$ cat src/preamble_switch_params.svh
`ifndef PREAMBLE_SWITCH_PARAMS_SVH
`define PREAMBLE_SWITCH_PARAMS_SVH

// Port map. Index 0..4 are ports 1p..5p, index 5..8 are ports 1n..4n.
`define NUM_PORTS   9
`define NUM_P_PORTS 5
`define NUM_N_PORTS 4

// Header layout, sent MSB first.
`define HDR_BITS  80
`define ADDR_BITS 8
`define WIDE_BITS 16 // Length, size and CRC fields.

// Destination address map.
`define ADDR_P_BASE 8'hF0 // 0xF0..0xF4 go to 1p..5p.
`define ADDR_N_BASE 8'h00 // 0x00..0x03 go to 1n..4n.

`endif

$ cat src/preamble_switch_pkg.sv
`include "preamble_switch_params.svh"

package preamble_switch_pkg;

  // One bit per serial port.
  typedef logic [`NUM_PORTS-1:0] port_vec_t;

  typedef logic [$clog2(`NUM_PORTS)-1:0] port_idx_t;

  // Address and other byte wide header fields.
  typedef logic [`ADDR_BITS-1:0] addr_t;

  typedef logic [`WIDE_BITS-1:0] wide_t;

  // Full header with the first field in the top bits.
  typedef struct packed {
    addr_t preamble;
    addr_t src_addr;
    addr_t dest_addr;
    addr_t clock_freq;
    wide_t data_length;
    wide_t data_size;
    wide_t data_crc;
  } header_t;

endpackage

$ cat src/egress_serializer.sv
`timescale 1ns/1ps
`include "preamble_switch_params.svh"

module egress_serializer
  import preamble_switch_pkg::*;
(
  input  logic      core_clock,
  input  logic      clk1p,
  input  header_t   header,
  input  logic      header_valid,
  output port_vec_t dout,
  output logic      egress_busy
);

  localparam int CNT_BITS = $clog2(`HDR_BITS + 1);

  logic [`HDR_BITS-1:0] hdr_bits;
  logic [`HDR_BITS-1:0] shift_q;
  logic [CNT_BITS-1:0]  bit_cnt;
  addr_t                p_off;
  addr_t                n_off;
  port_idx_t            target;
  logic                 mapped;
  logic                 load;
  logic                 busy_q;
  port_vec_t            lane_sel;
  port_vec_t            lane_q;

  assign hdr_bits = header;

  // Address map decode.
  always_comb
  begin
    p_off  = header.dest_addr - `ADDR_P_BASE;
    n_off  = header.dest_addr - `ADDR_N_BASE;
    target = '0;
    mapped = 1'b0;
    if (p_off < addr_t'(`NUM_P_PORTS))
    begin
      target = port_idx_t'(p_off);
      mapped = 1'b1;
    end
    else if (n_off < addr_t'(`NUM_N_PORTS))
    begin
      target = port_idx_t'(n_off) + port_idx_t'(`NUM_P_PORTS);
      mapped = 1'b1;
    end
  end

  assign lane_sel    = mapped ? (port_vec_t'(1) << target) : '0;
  assign load        = header_valid & mapped & ~busy_q;
  assign egress_busy = busy_q | (header_valid & mapped); // Blocks a grant on the same edge.

  always_ff @(posedge core_clock)
  begin
    if (load)
    begin
      shift_q <= hdr_bits << 1; // MSB leaves on the load edge.
    end
    else if (busy_q)
    begin
      shift_q <= shift_q << 1;
    end
  end

  always_ff @(posedge core_clock or posedge clk1p)
  begin
    if (clk1p)
    begin
      busy_q  <= 1'b0;
      lane_q  <= '0;
      bit_cnt <= '0;
      dout    <= '0;
    end
    else if (load)
    begin
      busy_q  <= 1'b1;
      lane_q  <= lane_sel;
      bit_cnt <= CNT_BITS'(1);
      dout    <= lane_sel & {`NUM_PORTS{hdr_bits[`HDR_BITS-1]}};
    end
    else if (busy_q)
    begin
      if (bit_cnt == CNT_BITS'(`HDR_BITS))
      begin
        busy_q  <= 1'b0;
        bit_cnt <= '0;
        dout    <= '0; // Idle lines rest low.
      end
      else
      begin
        bit_cnt <= bit_cnt + 1'b1;
        dout    <= lane_q & {`NUM_PORTS{shift_q[`HDR_BITS-1]}};
      end
    end
  end

endmodule

$ cat src/header_deserializer.sv
`timescale 1ns/1ps
`include "preamble_switch_params.svh"

module header_deserializer
  import preamble_switch_pkg::*;
(
  input  logic      core_clock,
  input  logic      clk1p,
  input  port_vec_t din,
  input  logic      grant_active,
  input  port_idx_t grant_idx,
  output header_t   header,
  output logic      header_valid
);

  localparam int CNT_BITS = $clog2(`HDR_BITS + 1);

  logic                 line_bit;
  logic                 shifting;  // Line sampled after the turnaround.
  logic                 captured;  // This grant's header already delivered.
  logic                 sample_en;
  logic                 last_done;
  logic [CNT_BITS-1:0]  bit_cnt;
  logic [`HDR_BITS-1:0] shift_q;

  assign line_bit  = din[grant_idx]; // Granted ingress line.
  assign last_done = (bit_cnt == CNT_BITS'(`HDR_BITS));
  assign sample_en = grant_active & shifting & ~last_done;

  always_ff @(posedge core_clock)
  begin
    if (sample_en)
    begin
      shift_q <= {shift_q[`HDR_BITS-2:0], line_bit};
    end
  end

  always_ff @(posedge core_clock or posedge clk1p)
  begin
    if (clk1p)
    begin
      shifting     <= 1'b0;
      captured     <= 1'b0;
      bit_cnt      <= '0;
      header       <= '0;
      header_valid <= 1'b0;
    end
    else
    begin
      header_valid <= 1'b0;
      if (!grant_active)
      begin
        shifting <= 1'b0;
        captured <= 1'b0;
        bit_cnt  <= '0;
      end
      else if (!shifting && !captured)
      begin
        shifting <= 1'b1; // First edge with grant seen is the turnaround.
      end
      else if (shifting)
      begin
        if (last_done)
        begin
          header       <= header_t'(shift_q);
          header_valid <= 1'b1;
          shifting     <= 1'b0;
          captured     <= 1'b1;
        end
        else
        begin
          bit_cnt <= bit_cnt + 1'b1;
        end
      end
    end
  end

endmodule

$ cat src/port_arbiter.sv
`timescale 1ns/1ps
`include "preamble_switch_params.svh"

module port_arbiter
  import preamble_switch_pkg::*;
(
  input  logic      core_clock,
  input  logic      clk1p,
  input  port_vec_t req,
  input  logic      egress_busy,
  output port_vec_t gnt,
  output logic      grant_active,
  output port_idx_t grant_idx
);

  port_idx_t pick_idx;
  logic      any_req;

  // Lowest requesting index wins.
  always_comb
  begin
    pick_idx = '0;
    any_req  = |req;
    for (int i = `NUM_PORTS - 1; i >= 0; i--)
    begin
      if (req[i])
      begin
        pick_idx = port_idx_t'(i);
      end
    end
  end

  always_ff @(posedge core_clock or posedge clk1p)
  begin
    if (clk1p)
    begin
      gnt          <= '0;
      grant_active <= 1'b0;
      grant_idx    <= '0;
    end
    else if (grant_active)
    begin
      // Hold until the owner lets go of req.
      if (!req[grant_idx])
      begin
        gnt          <= '0;
        grant_active <= 1'b0;
      end
    end
    else if (any_req && !egress_busy) // No new grant while egress is still sending.
    begin
      gnt          <= port_vec_t'(1) << pick_idx;
      grant_active <= 1'b1;
      grant_idx    <= pick_idx;
    end
  end

endmodule

$ cat src/preamble_switch.sv
`timescale 1ns/1ps

module preamble_switch
  import preamble_switch_pkg::*;
(
  input  logic      core_clock,
  input  logic      clk1p,
  input  port_vec_t req,
  input  port_vec_t din,
  output port_vec_t gnt,
  output port_vec_t dout,
  output logic      header_valid,
  output addr_t     preamble,
  output addr_t     src_addr,
  output addr_t     dest_addr,
  output addr_t     clock_freq,
  output wide_t     data_length,
  output wide_t     data_size,
  output wide_t     data_crc
);

  logic      grant_active;
  port_idx_t grant_idx;
  logic      egress_busy;
  header_t   header;

  port_arbiter u_arbiter (
    .core_clock   (core_clock),
    .clk1p        (clk1p),
    .req          (req),
    .egress_busy  (egress_busy),
    .gnt          (gnt),
    .grant_active (grant_active),
    .grant_idx    (grant_idx)
  );

  header_deserializer u_deserializer (
    .core_clock   (core_clock),
    .clk1p        (clk1p),
    .din          (din),
    .grant_active (grant_active),
    .grant_idx    (grant_idx),
    .header       (header),
    .header_valid (header_valid)
  );

  egress_serializer u_serializer (
    .core_clock   (core_clock),
    .clk1p        (clk1p),
    .header       (header),
    .header_valid (header_valid),
    .dout         (dout),
    .egress_busy  (egress_busy)
  );

  // Captured fields hold until the next header.
  assign preamble    = header.preamble;
  assign src_addr    = header.src_addr;
  assign dest_addr   = header.dest_addr;
  assign clock_freq  = header.clock_freq;
  assign data_length = header.data_length;
  assign data_size   = header.data_size;
  assign data_crc    = header.data_crc;

endmodule

$ cat config.mk
export PLATFORM = sky130hd
export DESIGN_NAME = preamble_switch
export DESIGN_NICKNAME = d
export VERILOG_FILES = /design/src/preamble_switch_pkg.sv /design/src/egress_serializer.sv /design/src/header_deserializer.sv /design/src/port_arbiter.sv /design/src/preamble_switch.sv
export VERILOG_INCLUDE_DIRS = /design/src
export SDC_FILE = /design/constraint.sdc
export NUM_CORES = 1
export LEC_CHECK = 0
export ABC_AREA = 1
export CELL_PAD_IN_SITES_DETAIL_PLACEMENT = 1
export CELL_PAD_IN_SITES_GLOBAL_PLACEMENT = 1
export CORE_MARGIN = 2
export CORE_UTILIZATION = 53
export CTS_CLUSTER_DIAMETER = 200
export DETAILED_ROUTE_END_ITERATION = 16
export DONT_BUFFER_PORTS = 1
export PLACE_DENSITY = 0.87
export SYNTH_ARGS = -nofsm -noshare
export SYNTH_HDL_FRONTEND = slang
export SYNTH_HIERARCHICAL = 1
export SYNTH_SLANG_ARGS = --single-unit
$ cat constraint.sdc
create_clock -name core_clock -period 13.8 [get_ports core_clock]
set_input_delay 2.76 -clock core_clock [delete_from_list [all_inputs] [get_ports core_clock]]
set_output_delay 2.76 -clock core_clock [all_outputs]
set_load 0.03 [all_outputs]
# ---- After elaboration in Yosys (flattened, before gate mapping)
# Index checks and enable logic that the tools add are counted.
dict set report op_classes {
  eq_ne 7
  n_bitwise 11
  reduce_logical 13
  n_lt_le_gt_ge 3
  n_shift 2
  addsub 4
  mux 51
}
# op n
set op_table {}
lappend op_table {{80-bit two-way mux} 2}
lappend op_table {{9-bit two-way mux} 7}
lappend op_table {{7-bit two-way mux} 7}
lappend op_table {{4-bit two-way mux} 11}
lappend op_table {{1-bit two-way mux} 22}
lappend op_table {{9-bit AND} 2}
lappend op_table {{1-bit by 4-bit left shift with 9-bit output, first input constant} 2}
lappend op_table {{8-bit by 3-bit less-than comparator with 1-bit output, second input constant} 2}
lappend op_table {{7-bit by 1-bit adder with 7-bit output, second input constant} 2}
lappend op_table {{7-bit equality test, second input constant} 2}
lappend op_table {{9-bit OR reduction} 1}
lappend op_table {{1-bit binary-select mux with 4-bit select} 2}
lappend op_table {{8-bit subtractor, second input constant} 1}
lappend op_table {{2-bit inequality test, second input constant} 3}
lappend op_table {{3-bit AND reduction} 2}
lappend op_table {{4-bit by 5-bit less-than comparator with 1-bit output, second input constant} 1}
lappend op_table {{4-bit by 3-bit adder with 4-bit output, second input constant} 1}
lappend op_table {{1-bit AND} 4}
lappend op_table {{2-bit by 1-bit inequality test with 1-bit output, second input constant} 2}
lappend op_table {{1-bit NOT} 4}
lappend op_table {{2-bit AND reduction} 2}
lappend op_table {{4-bit AND reduction} 1}
lappend op_table {{2-bit nonzero test} 2}
lappend op_table {{1-bit zero test} 3}
lappend op_table {{2 further kinds} 3}
dict set report word_totals {
  ff_bits 289
  wordCells 111
}

# ---- Logic depth before layout (Yosys ltp)
# Gate-level depths: netlist (run 1).
dict set report depth {
  word_depth 12
  mapped_depth 14
}

# ---- Hierarchy
# Netlist (run 1), hierarchy kept.
# module cells_per_inst area_per_inst_um2 n_inst
set by_module_without_submodules {}
lappend by_module_without_submodules {header_deserializer 523 6088.3 1}
lappend by_module_without_submodules {egress_serializer 522 4840.9 1}
lappend by_module_without_submodules {port_arbiter 118 887.1 1}

# ---- Worst setup path after synthesis (run 1)
# OpenSTA, ideal clock, no wires.
dict set report synth_path {
  path_type {reg-to-reg}
  from {register u_deserializer.bit_cnt[0]}
  to {register u_deserializer.shift_q[0] (enable)}
  path_stages_with_launch 6
  path_buffers 0
  arrival_time_ns 6.428
  slack_ns 6.745
  cell_sequence {dfrtp_1 > inv_1 > ha_1 > nand3_1 > nor2_2 > nor3_1}
}
dict set report synth_via {
  elab_chain_len 3
}
# item line
set synth_rtl {}
lappend synth_rtl {{from (decl)} header_deserializer.sv:23} ;# logic [CNT_BITS-1:0] bit_cnt;
lappend synth_rtl {{from (signal assigned)} header_deserializer.sv:72} ;# bit_cnt <= bit_cnt + 1'b1;
lappend synth_rtl {{7-bit equality test} header_deserializer.sv:27} ;# assign last_done = (bit_cnt == CNT_BITS'(`HDR_BITS));
lappend synth_rtl {{1-bit NOT} header_deserializer.sv:28} ;# assign sample_en = grant_active & shifting & ~last_done;
lappend synth_rtl {{1-bit AND} header_deserializer.sv:28}
lappend synth_rtl {{named net u_deserializer.sample_en} header_deserializer.sv:21} ;# logic sample_en;
lappend synth_rtl {{to (signal assigned)} header_deserializer.sv:34} ;# shift_q <= {shift_q[`HDR_BITS-2:0], line_bit};
lappend synth_rtl {{to (decl)} header_deserializer.sv:24} ;# logic [`HDR_BITS-1:0] shift_q;
# The timed path passes the listed nets, and every way through them passes these cells.
# A chain may end at the register's enable or synchronous reset.

# ---- Final worst setup path (run 1)
dict set report layout_path {
  from {register u_deserializer/header[79] (netlist name)}
  to {output preamble[7]}
}
# item line
set layout_lines {}
lappend layout_lines {{to (decl)} preamble_switch.sv:13} ;# output addr_t preamble,
# No word-level cell between the ends.

==> summary.md, run 1 <==
| Metric | Value |
|---|---|
| Largest net degree at the start of global routing | just over 80 |
| Core area | 21800 um^2 |
| Routed metal-1 wirelength | 11.8 mm |
| Worst Skew | 0.0157 ns |
| Syn nets | 1189 |
| Max H-tree Level | 1 |
| Max-cap violations | 0 |
| RSZ-0062 raised after global routing | no |
| Kind of critical path | reg2out |
| Fill cell count | around 2400 |
| Die Width | 153 um |
| Total Wirelength | 29.2 mm |
| Period utilization | roughly 29% |
| First-pass GRT wire length | 47.7 mm |
| CTS tree | yes |
| Mapped Area | 11800 um^2 |
| Num CTS Buffers | 30 |
| Hold Vio Cnt, Final | 0 |
| Final net count | 1189 |
| Ranking of synthesized cells by area | edfxtp_1, dfrtp_1, nand2_1 |
| Area Overhead vs Synth | 10.3% |
| Drt via density | 5.56 |
| Top Metal Used | met4 |
| Routed length on met2 | 15.0 mm |
| Max Clk Rate | around 250 MHz |
| Cell taking the most area after synthesis | edfxtp_1 |
| Antenna violations before repair | 0 |
| Mean Syn Cell Area | around 10 um^2 |
| Clk buf depth | 3 |
| Startpoint types | register |
| Critical path arrival | 1.28 ns |
| Inst Count DP | 1411 |
| I/O pin total | roughly 120 |
| Routed via count | 8155 |
| Worst-skew pair later-pin latency | 0.55 ns |
| Outcome | complete, no violations |
| Met3 routed WL | 1.69 mm |
| Tot GR Track Use | 25.2% |
| Cell leakage power | 5.67 nW |
| Worst VDD drop | 0.130 mV |
| Root buf cell | clkbuf_16 |
| Area of the die | 23500 um^2 |
| First drt pass iteration count | 4 |
| Starting Density | ~54% |
| CTS Sinks | 289 |
| Tmin final | 4.04 ns |
| Diode count | 0 |
| Row Count | 54 |
| Crit end category | output pin |
| GPL Wtd Cong | 0.820 |
| 1st-iter DRT viols | 506 |
| Critical Path Fanout Max | 11 |
| Power density over cell area | 165 nW/um^2 |
| I/O Buffers | 0 |
| Vias in the first global route | 8852 |
| Gr ovfl total | 0 |
| Synth warn | 6 |
| Area share of the largest cell type after synthesis | approximately two fifths |
| CP Data Required Time | around 11 ns |
| DR WL/cell | 19.9 um |
| Hold WC Path Type | reg2reg |
| Resize count post-CTS | 0 |
| Unique cell type count in the Yosys netlist | 38 |
| Flops & latches, synth | 289 |
| Hold Buf Count CTS | 0 |
| Detailed Place HPWL | 17.6 mm |
| Clock transition at path regs | roughly 0.06 ns |
| Slew HR | about 29% |
| Register area share after synthesis | 67.9% |
| Setup Total Neg Slack | 0 ns |
| Setup bufs post-CTS | 0 |
| Max-slew violation count | 0 |
| Drc violations | 0 |
| Share of cells above drive strength 1 | 8.09% |
| Die H | roughly 150 um |
| Final ANT Viol Nets | 0 |
| Final Non-Filler Cells | 1467 |
| Cells after Synth | around 1200 |
| Measured slew at the worst slew-check pin | 1.07 ns |
| Final Setup Violations | 0 |
## registers in the layout, indices dropped and copies added (netlist names), 4 cells and up
name and flops:
u_arbiter/gnt 9, u_arbiter/grant_idx 4, u_deserializer/bit_cnt 7, u_deserializer/header 80, u_deserializer/shift_q 80, u_serializer/bit_cnt 7
u_serializer/dout 9, u_serializer/lane_q 9, u_serializer/shift_q 79
## logic make-up after synthesis
group           count (synthesis)  synth area share [%]
fa+ha+maj                       6                 0.635
compound gates                 44                  2.21
flops                         289                  67.9
xor+xnor                        7                 0.519
simple gates                  714                  24.6
buf+inv                       103                  4.09
## placed cells by master, fill, tap and decap left out, types with 5 or more instances in the layout
master / instances
a21oi_1: 17
buf_4: 8
clkbuf_1: 11
clkbuf_16: 31
clkbuf_8: 5
dfrtp_1: 130
edfxtp_1: 159
ha_1: 6
inv_1: 50
inv_2: 11
nand2_1: 589
nand3_1: 38
nand4_1: 11
nor2_1: 44
nor2_4: 5
o21ai_0: 11
xor2_1: 5
## area by class of cell
type                            instances  area, um^2  area share (%)
Sequential cell                       289        8030            61.6
Multi-Input combinational cell        771        3330            25.5
Clock buffer                           47         886            6.80
Tap cell                              280         350            2.69
Inverter                               63         240            1.84
Clock inverter                          9         146            1.12
Timing Repair Buffer                    8        60.1           0.461
## routing by layer
| layer | global-route usage (%) | up-vias |
|---|---|---|
| met5 | 0 | - |
| met4 | 7.45 | 0 |
| met3 | 5.44 | 43 |
| met2 | 44.4 | 208 |
| met1 | 31.5 | 4174 |
| li1 | - | 3730 |
## synthesized netlist by cell type
library cell  count
nand3_4           2
inv_1            51
nor2_1           44
xnor2_1           2
nand3_1          38
o21ai_0          11
clkinv_2          1
edfxtp_1        159
nor2_4            5
ha_1              6
dfrtp_1         130
a22o_1            1
a21oi_2           2
nand2_1         590
o22ai_1           4
o21a_1            1
nand3_2           3
a21oi_1          17
a31oi_1           1
buf_4             9
nand4_1          11
nand2_4           2
buf_6             6
a21boi_2          1
o21ai_1           2
nand2_2           4
buf_2            13
nand3b_1          1
o211ai_1          1
nor2_2            4
or2_2             2
xor2_1            5
nor3_1            5
inv_2            11
o21bai_1          2
a31oi_2           1
clkbuf_1         12
nor3_2            3
## power breakdown
group	internal (mW)	total (mW)	switching [mW]
sequential	1.05	1.13	0.0790
combinational	0.0376	0.170	0.132
clock	0.514	0.843	0.329
## metrics by stage
stage | total power, mW | setup slack (ns) | hold slack (ns) | utilization (%) | instance area [um^2]
6_report | 2.14 | 9.76 | 0.450 | 59.7 | 13000
5_1_grt | 2.22 | 9.67 | 0.464 | 59.7 | 13000
4_1_cts | 2.16 | 9.74 | 0.448 | 59.7 | 13000
3_5_place_dp | 1.32 | 9.91 | 0.437 | 55.0 | 12000
3_3_place_gp | 1.30 | 9.96 | 0.424 | 55.0 | 12000
2_1_floorplan | 1.26 | 6.74 | 0.418 | - | 11800
## worst paths after layout
path | from | endpoint | slack [ns] | depth (start not counted)
min reg2reg | u_deserializer/shift_q[30] | u_deserializer/shift_q[31] | 0.45 | 0
max | u_deserializer/header[79] | preamble[7] | 9.76 | 0
min | u_deserializer/shift_q[30] | u_deserializer/shift_q[31] | 0.45 | 0
min in group asynchronous | clk1p | u_arbiter/gnt[3] | 2.14 | 1
max reg2reg | u_deserializer/bit_cnt[0] | u_deserializer/header[56] | 10.18 | 9
max in group asynchronous | clk1p | u_deserializer/header[38] | 10.57 | 2
Note: power is estimated with default switching activity, not from simulation.
==> inputs of run 2 (changes only) <==
--- a/config.mk
+++ b/config.mk
@@ -10,11 +10,11 @@
 export CELL_PAD_IN_SITES_DETAIL_PLACEMENT = 1
 export CELL_PAD_IN_SITES_GLOBAL_PLACEMENT = 1
 export CORE_MARGIN = 2
-export CORE_UTILIZATION = 53
+export CORE_UTILIZATION = 50
 export CTS_CLUSTER_DIAMETER = 200
 export DETAILED_ROUTE_END_ITERATION = 16
 export DONT_BUFFER_PORTS = 1
-export PLACE_DENSITY = 0.87
+export PLACE_DENSITY = 0.83
 export SYNTH_ARGS = -nofsm -noshare
 export SYNTH_HDL_FRONTEND = slang
 export SYNTH_HIERARCHICAL = 1
==> constraint.sdc (replaced) <==
create_clock -name core_clock -period 4 [get_ports core_clock]
set_input_delay 0.8 -clock core_clock [delete_from_list [all_inputs] [get_ports core_clock]]
set_output_delay 0.8 -clock core_clock [all_outputs]
set_load 0.03 [all_outputs]
==> run 2 against run 1 <==
Effect of this change: register-to-register slack got worse by 9.5 ns; via count decreased by 0.83%; power increased to 3.4 times the previous value; sequential share of layout area decreased by 0.27 points; largest power group unchanged; global-route usage decreased by 1.1 points; count of clock-buffer cells in the layout unchanged; die area increased by 5.8%; clock skew decreased by 0.0075 ns; non-clock buffer count increased by 4.
==> summary.md, run 2 (same netlist as run 1, synthesis figures left out) <==
| Metric | Value |
|---|---|
| CTS tree | yes |
| Routed via count | 8087 |
| Slew HR | 29.1% |
| Post-place setup slack | 0.705 ns |
| Total Wirelength | 29.6 mm |
| Diode count | 0 |
| Num CTS Buffers | 30 |
| Final net count | around 1200 |
| Hold Vio Cnt, Final | 0 |
| Max-slew violation count | 0 |
| Area of the die | 24900 um^2 |
| Fill cell count | 2546 |
| Core area | 23300 um^2 |
| Final ANT Viol Nets | 0 |
| Detailed Place HPWL | 17.6 mm |
| Clk buf depth | 3 |
| Largest net degree at the start of global routing | a little over 80 |
| Period utilization | a little over four fifths |
| Tot GR Track Use | between 20% and 30% |
| Antenna violations before repair | 0 |
| Setup Total Neg Slack | 0 ns |
| Critical path arrival | 3.74 ns |
| Cell leakage power | 5.68 nW |
| Max Clk Rate | 299 MHz |
| FF/Latch Area | 8030 um^2 |
| Max H-tree Level | 1 |
| Setup bufs post-CTS | 0 |
| Clock transition at path regs | 0.06 ns |
| Die H | 158 um |
| Vias in the first global route | 8619 |
| Starting Density | 50.6% |
| Worst Skew | 0.00820 ns |
| Setup slack, reg-to-reg | 0.65 ns |
| First drt pass iteration count | 5 |
| Resize count post-CTS | 0 |
| Max-cap violations | 0 |
| Area Overhead vs Synth | 10.8% |
| Drc violations | 0 |
| Critical Path Fanout Max | 51 |
| Gr ovfl total | 0 |
| I/O Buffers | 0 |
| Hold Buf Count CTS | 0 |
| Kind of critical path | reg2reg |
| DR WL/cell | 19.6 um |
| Largest regs | u_deserializer/header: 80 flops, u_deserializer/shift_q: 80 flops, u_serializer/shift_q: 79 flops |
| Worst VDD drop | between 0.2 and 0.3 mV |
| Worst-skew pair later-pin latency | 0.54 ns |
| Crit end category | register |
| Hold WC Path Type | in2async |
| Final Setup Violations | 0 |
| RSZ-0062 raised after global routing | no |
| Measured slew at the worst slew-check pin | 1.06 ns |
| Outcome | complete, no violations |
| Share of cells above drive strength 1 | 8.40% |
| Row Count | 56 |
| Tmin final | 3.35 ns |
| Commonest non-fill, non-tap cell in the layout | nand2_1 |
| Power density over cell area | 561 nW/um^2 |
| First-pass GRT wire length | around 47 mm |
| Startpoint types | register |
| 1st-iter DRT viols | 555 |
| GPL Wtd Cong | between 0.8 and 0.9 |
| Most frequent cells in the layout | nand2_1, edfxtp_1, dfrtp_1 |
| Die Width | 158 um |
| CTS Sinks | ~290 |
| I/O pin total | between 100 and 150 |
| CP Data Required Time | 4.40 ns |
| Area of the multi-input gates | ~3300 um^2 |
| Root buf cell | clkbuf_16 |
| Final worst-path setup slack | 0.655 ns |
| Drt via density | 5.36 |
run 2: cell types whose count changed in the layout (fill, tap and decap cells not counted):
cell and delta:
buf_4 +4, bufinv_16 -1, clkinv_2 +2, clkinvlp_4 -1
nor3_2 -1, nor3_4 +1
run 2: metrics by stage:
step / std cells / hold slack [ns] / power [mW] / cell area (um^2) / utilization (%)
2_1_floorplan: 1163 / 0.418 / 4.30 / 11800 / -
3_3_place_gp: 1454 / 0.425 / 4.52 / 12100 / 51.8
3_5_place_dp: 1454 / 0.436 / 4.56 / 12100 / 51.8
4_1_cts: 1510 / 0.198 / 7.41 / 13100 / 56.1
5_1_grt: 1510 / 0.241 / 7.62 / 13100 / 56.1
6_report: 1510 / 0.193 / 7.35 / 13100 / 56.1
run 2: critical path, stage by stage, from the launching register on:
cell and delay (ns):
dfrtp_1 0.54, inv_1 0.18, ha_1 0.17, inv_1 0.05, a21oi_2 0.18, nand2_1 0.11
nand2_2 0.11, nand3_4 0.35, inv_2 0.58, buf_4 0.59, nand2_1 0.17, nand2_1 0.12
run 2: final timing paths:
kind | startpoint | to | cells after the start
min in group core_clock | u_deserializer/shift_q[46] | u_deserializer/shift_q[47] | 0
max | u_deserializer/header[56] | u_serializer/shift_q[21] | 11
max reg2reg | u_deserializer/header[56] | u_serializer/shift_q[21] | 11
min reg2reg | u_deserializer/shift_q[46] | u_deserializer/shift_q[47] | 0
max in group asynchronous | clk1p | u_deserializer/header[23] | 2
min | clk1p | u_arbiter/gnt[8] | 1
run 2: area by class of cell:
cell class,instances,share of cell area (%)
clock inverter,9,0.908
tap,319,3.05
multi-input combinational,771,25.4
timing repair buffer,12,0.688
sequential,289,61.3
clock buffer,47,6.77
inverter,63,1.83
run 2: report_power, final:
group	internal (mW)	switching [mW]	total [mW]
sequential	3.63	0.266	3.90
combinational	0.142	0.473	0.616
clock	1.71	1.13	2.84
run 2: per-layer routing:
layer | vias up | share of wire [%] | track usage, %
li1 | 3740 | - | -
met1 | 4095 | 41 | 31.1
met2 | 207 | 51 | 42.0
met3 | 45 | 5.8 | 5.04
met4 | 0 | 1.7 | 5.80
met5 | - | 0 | 0
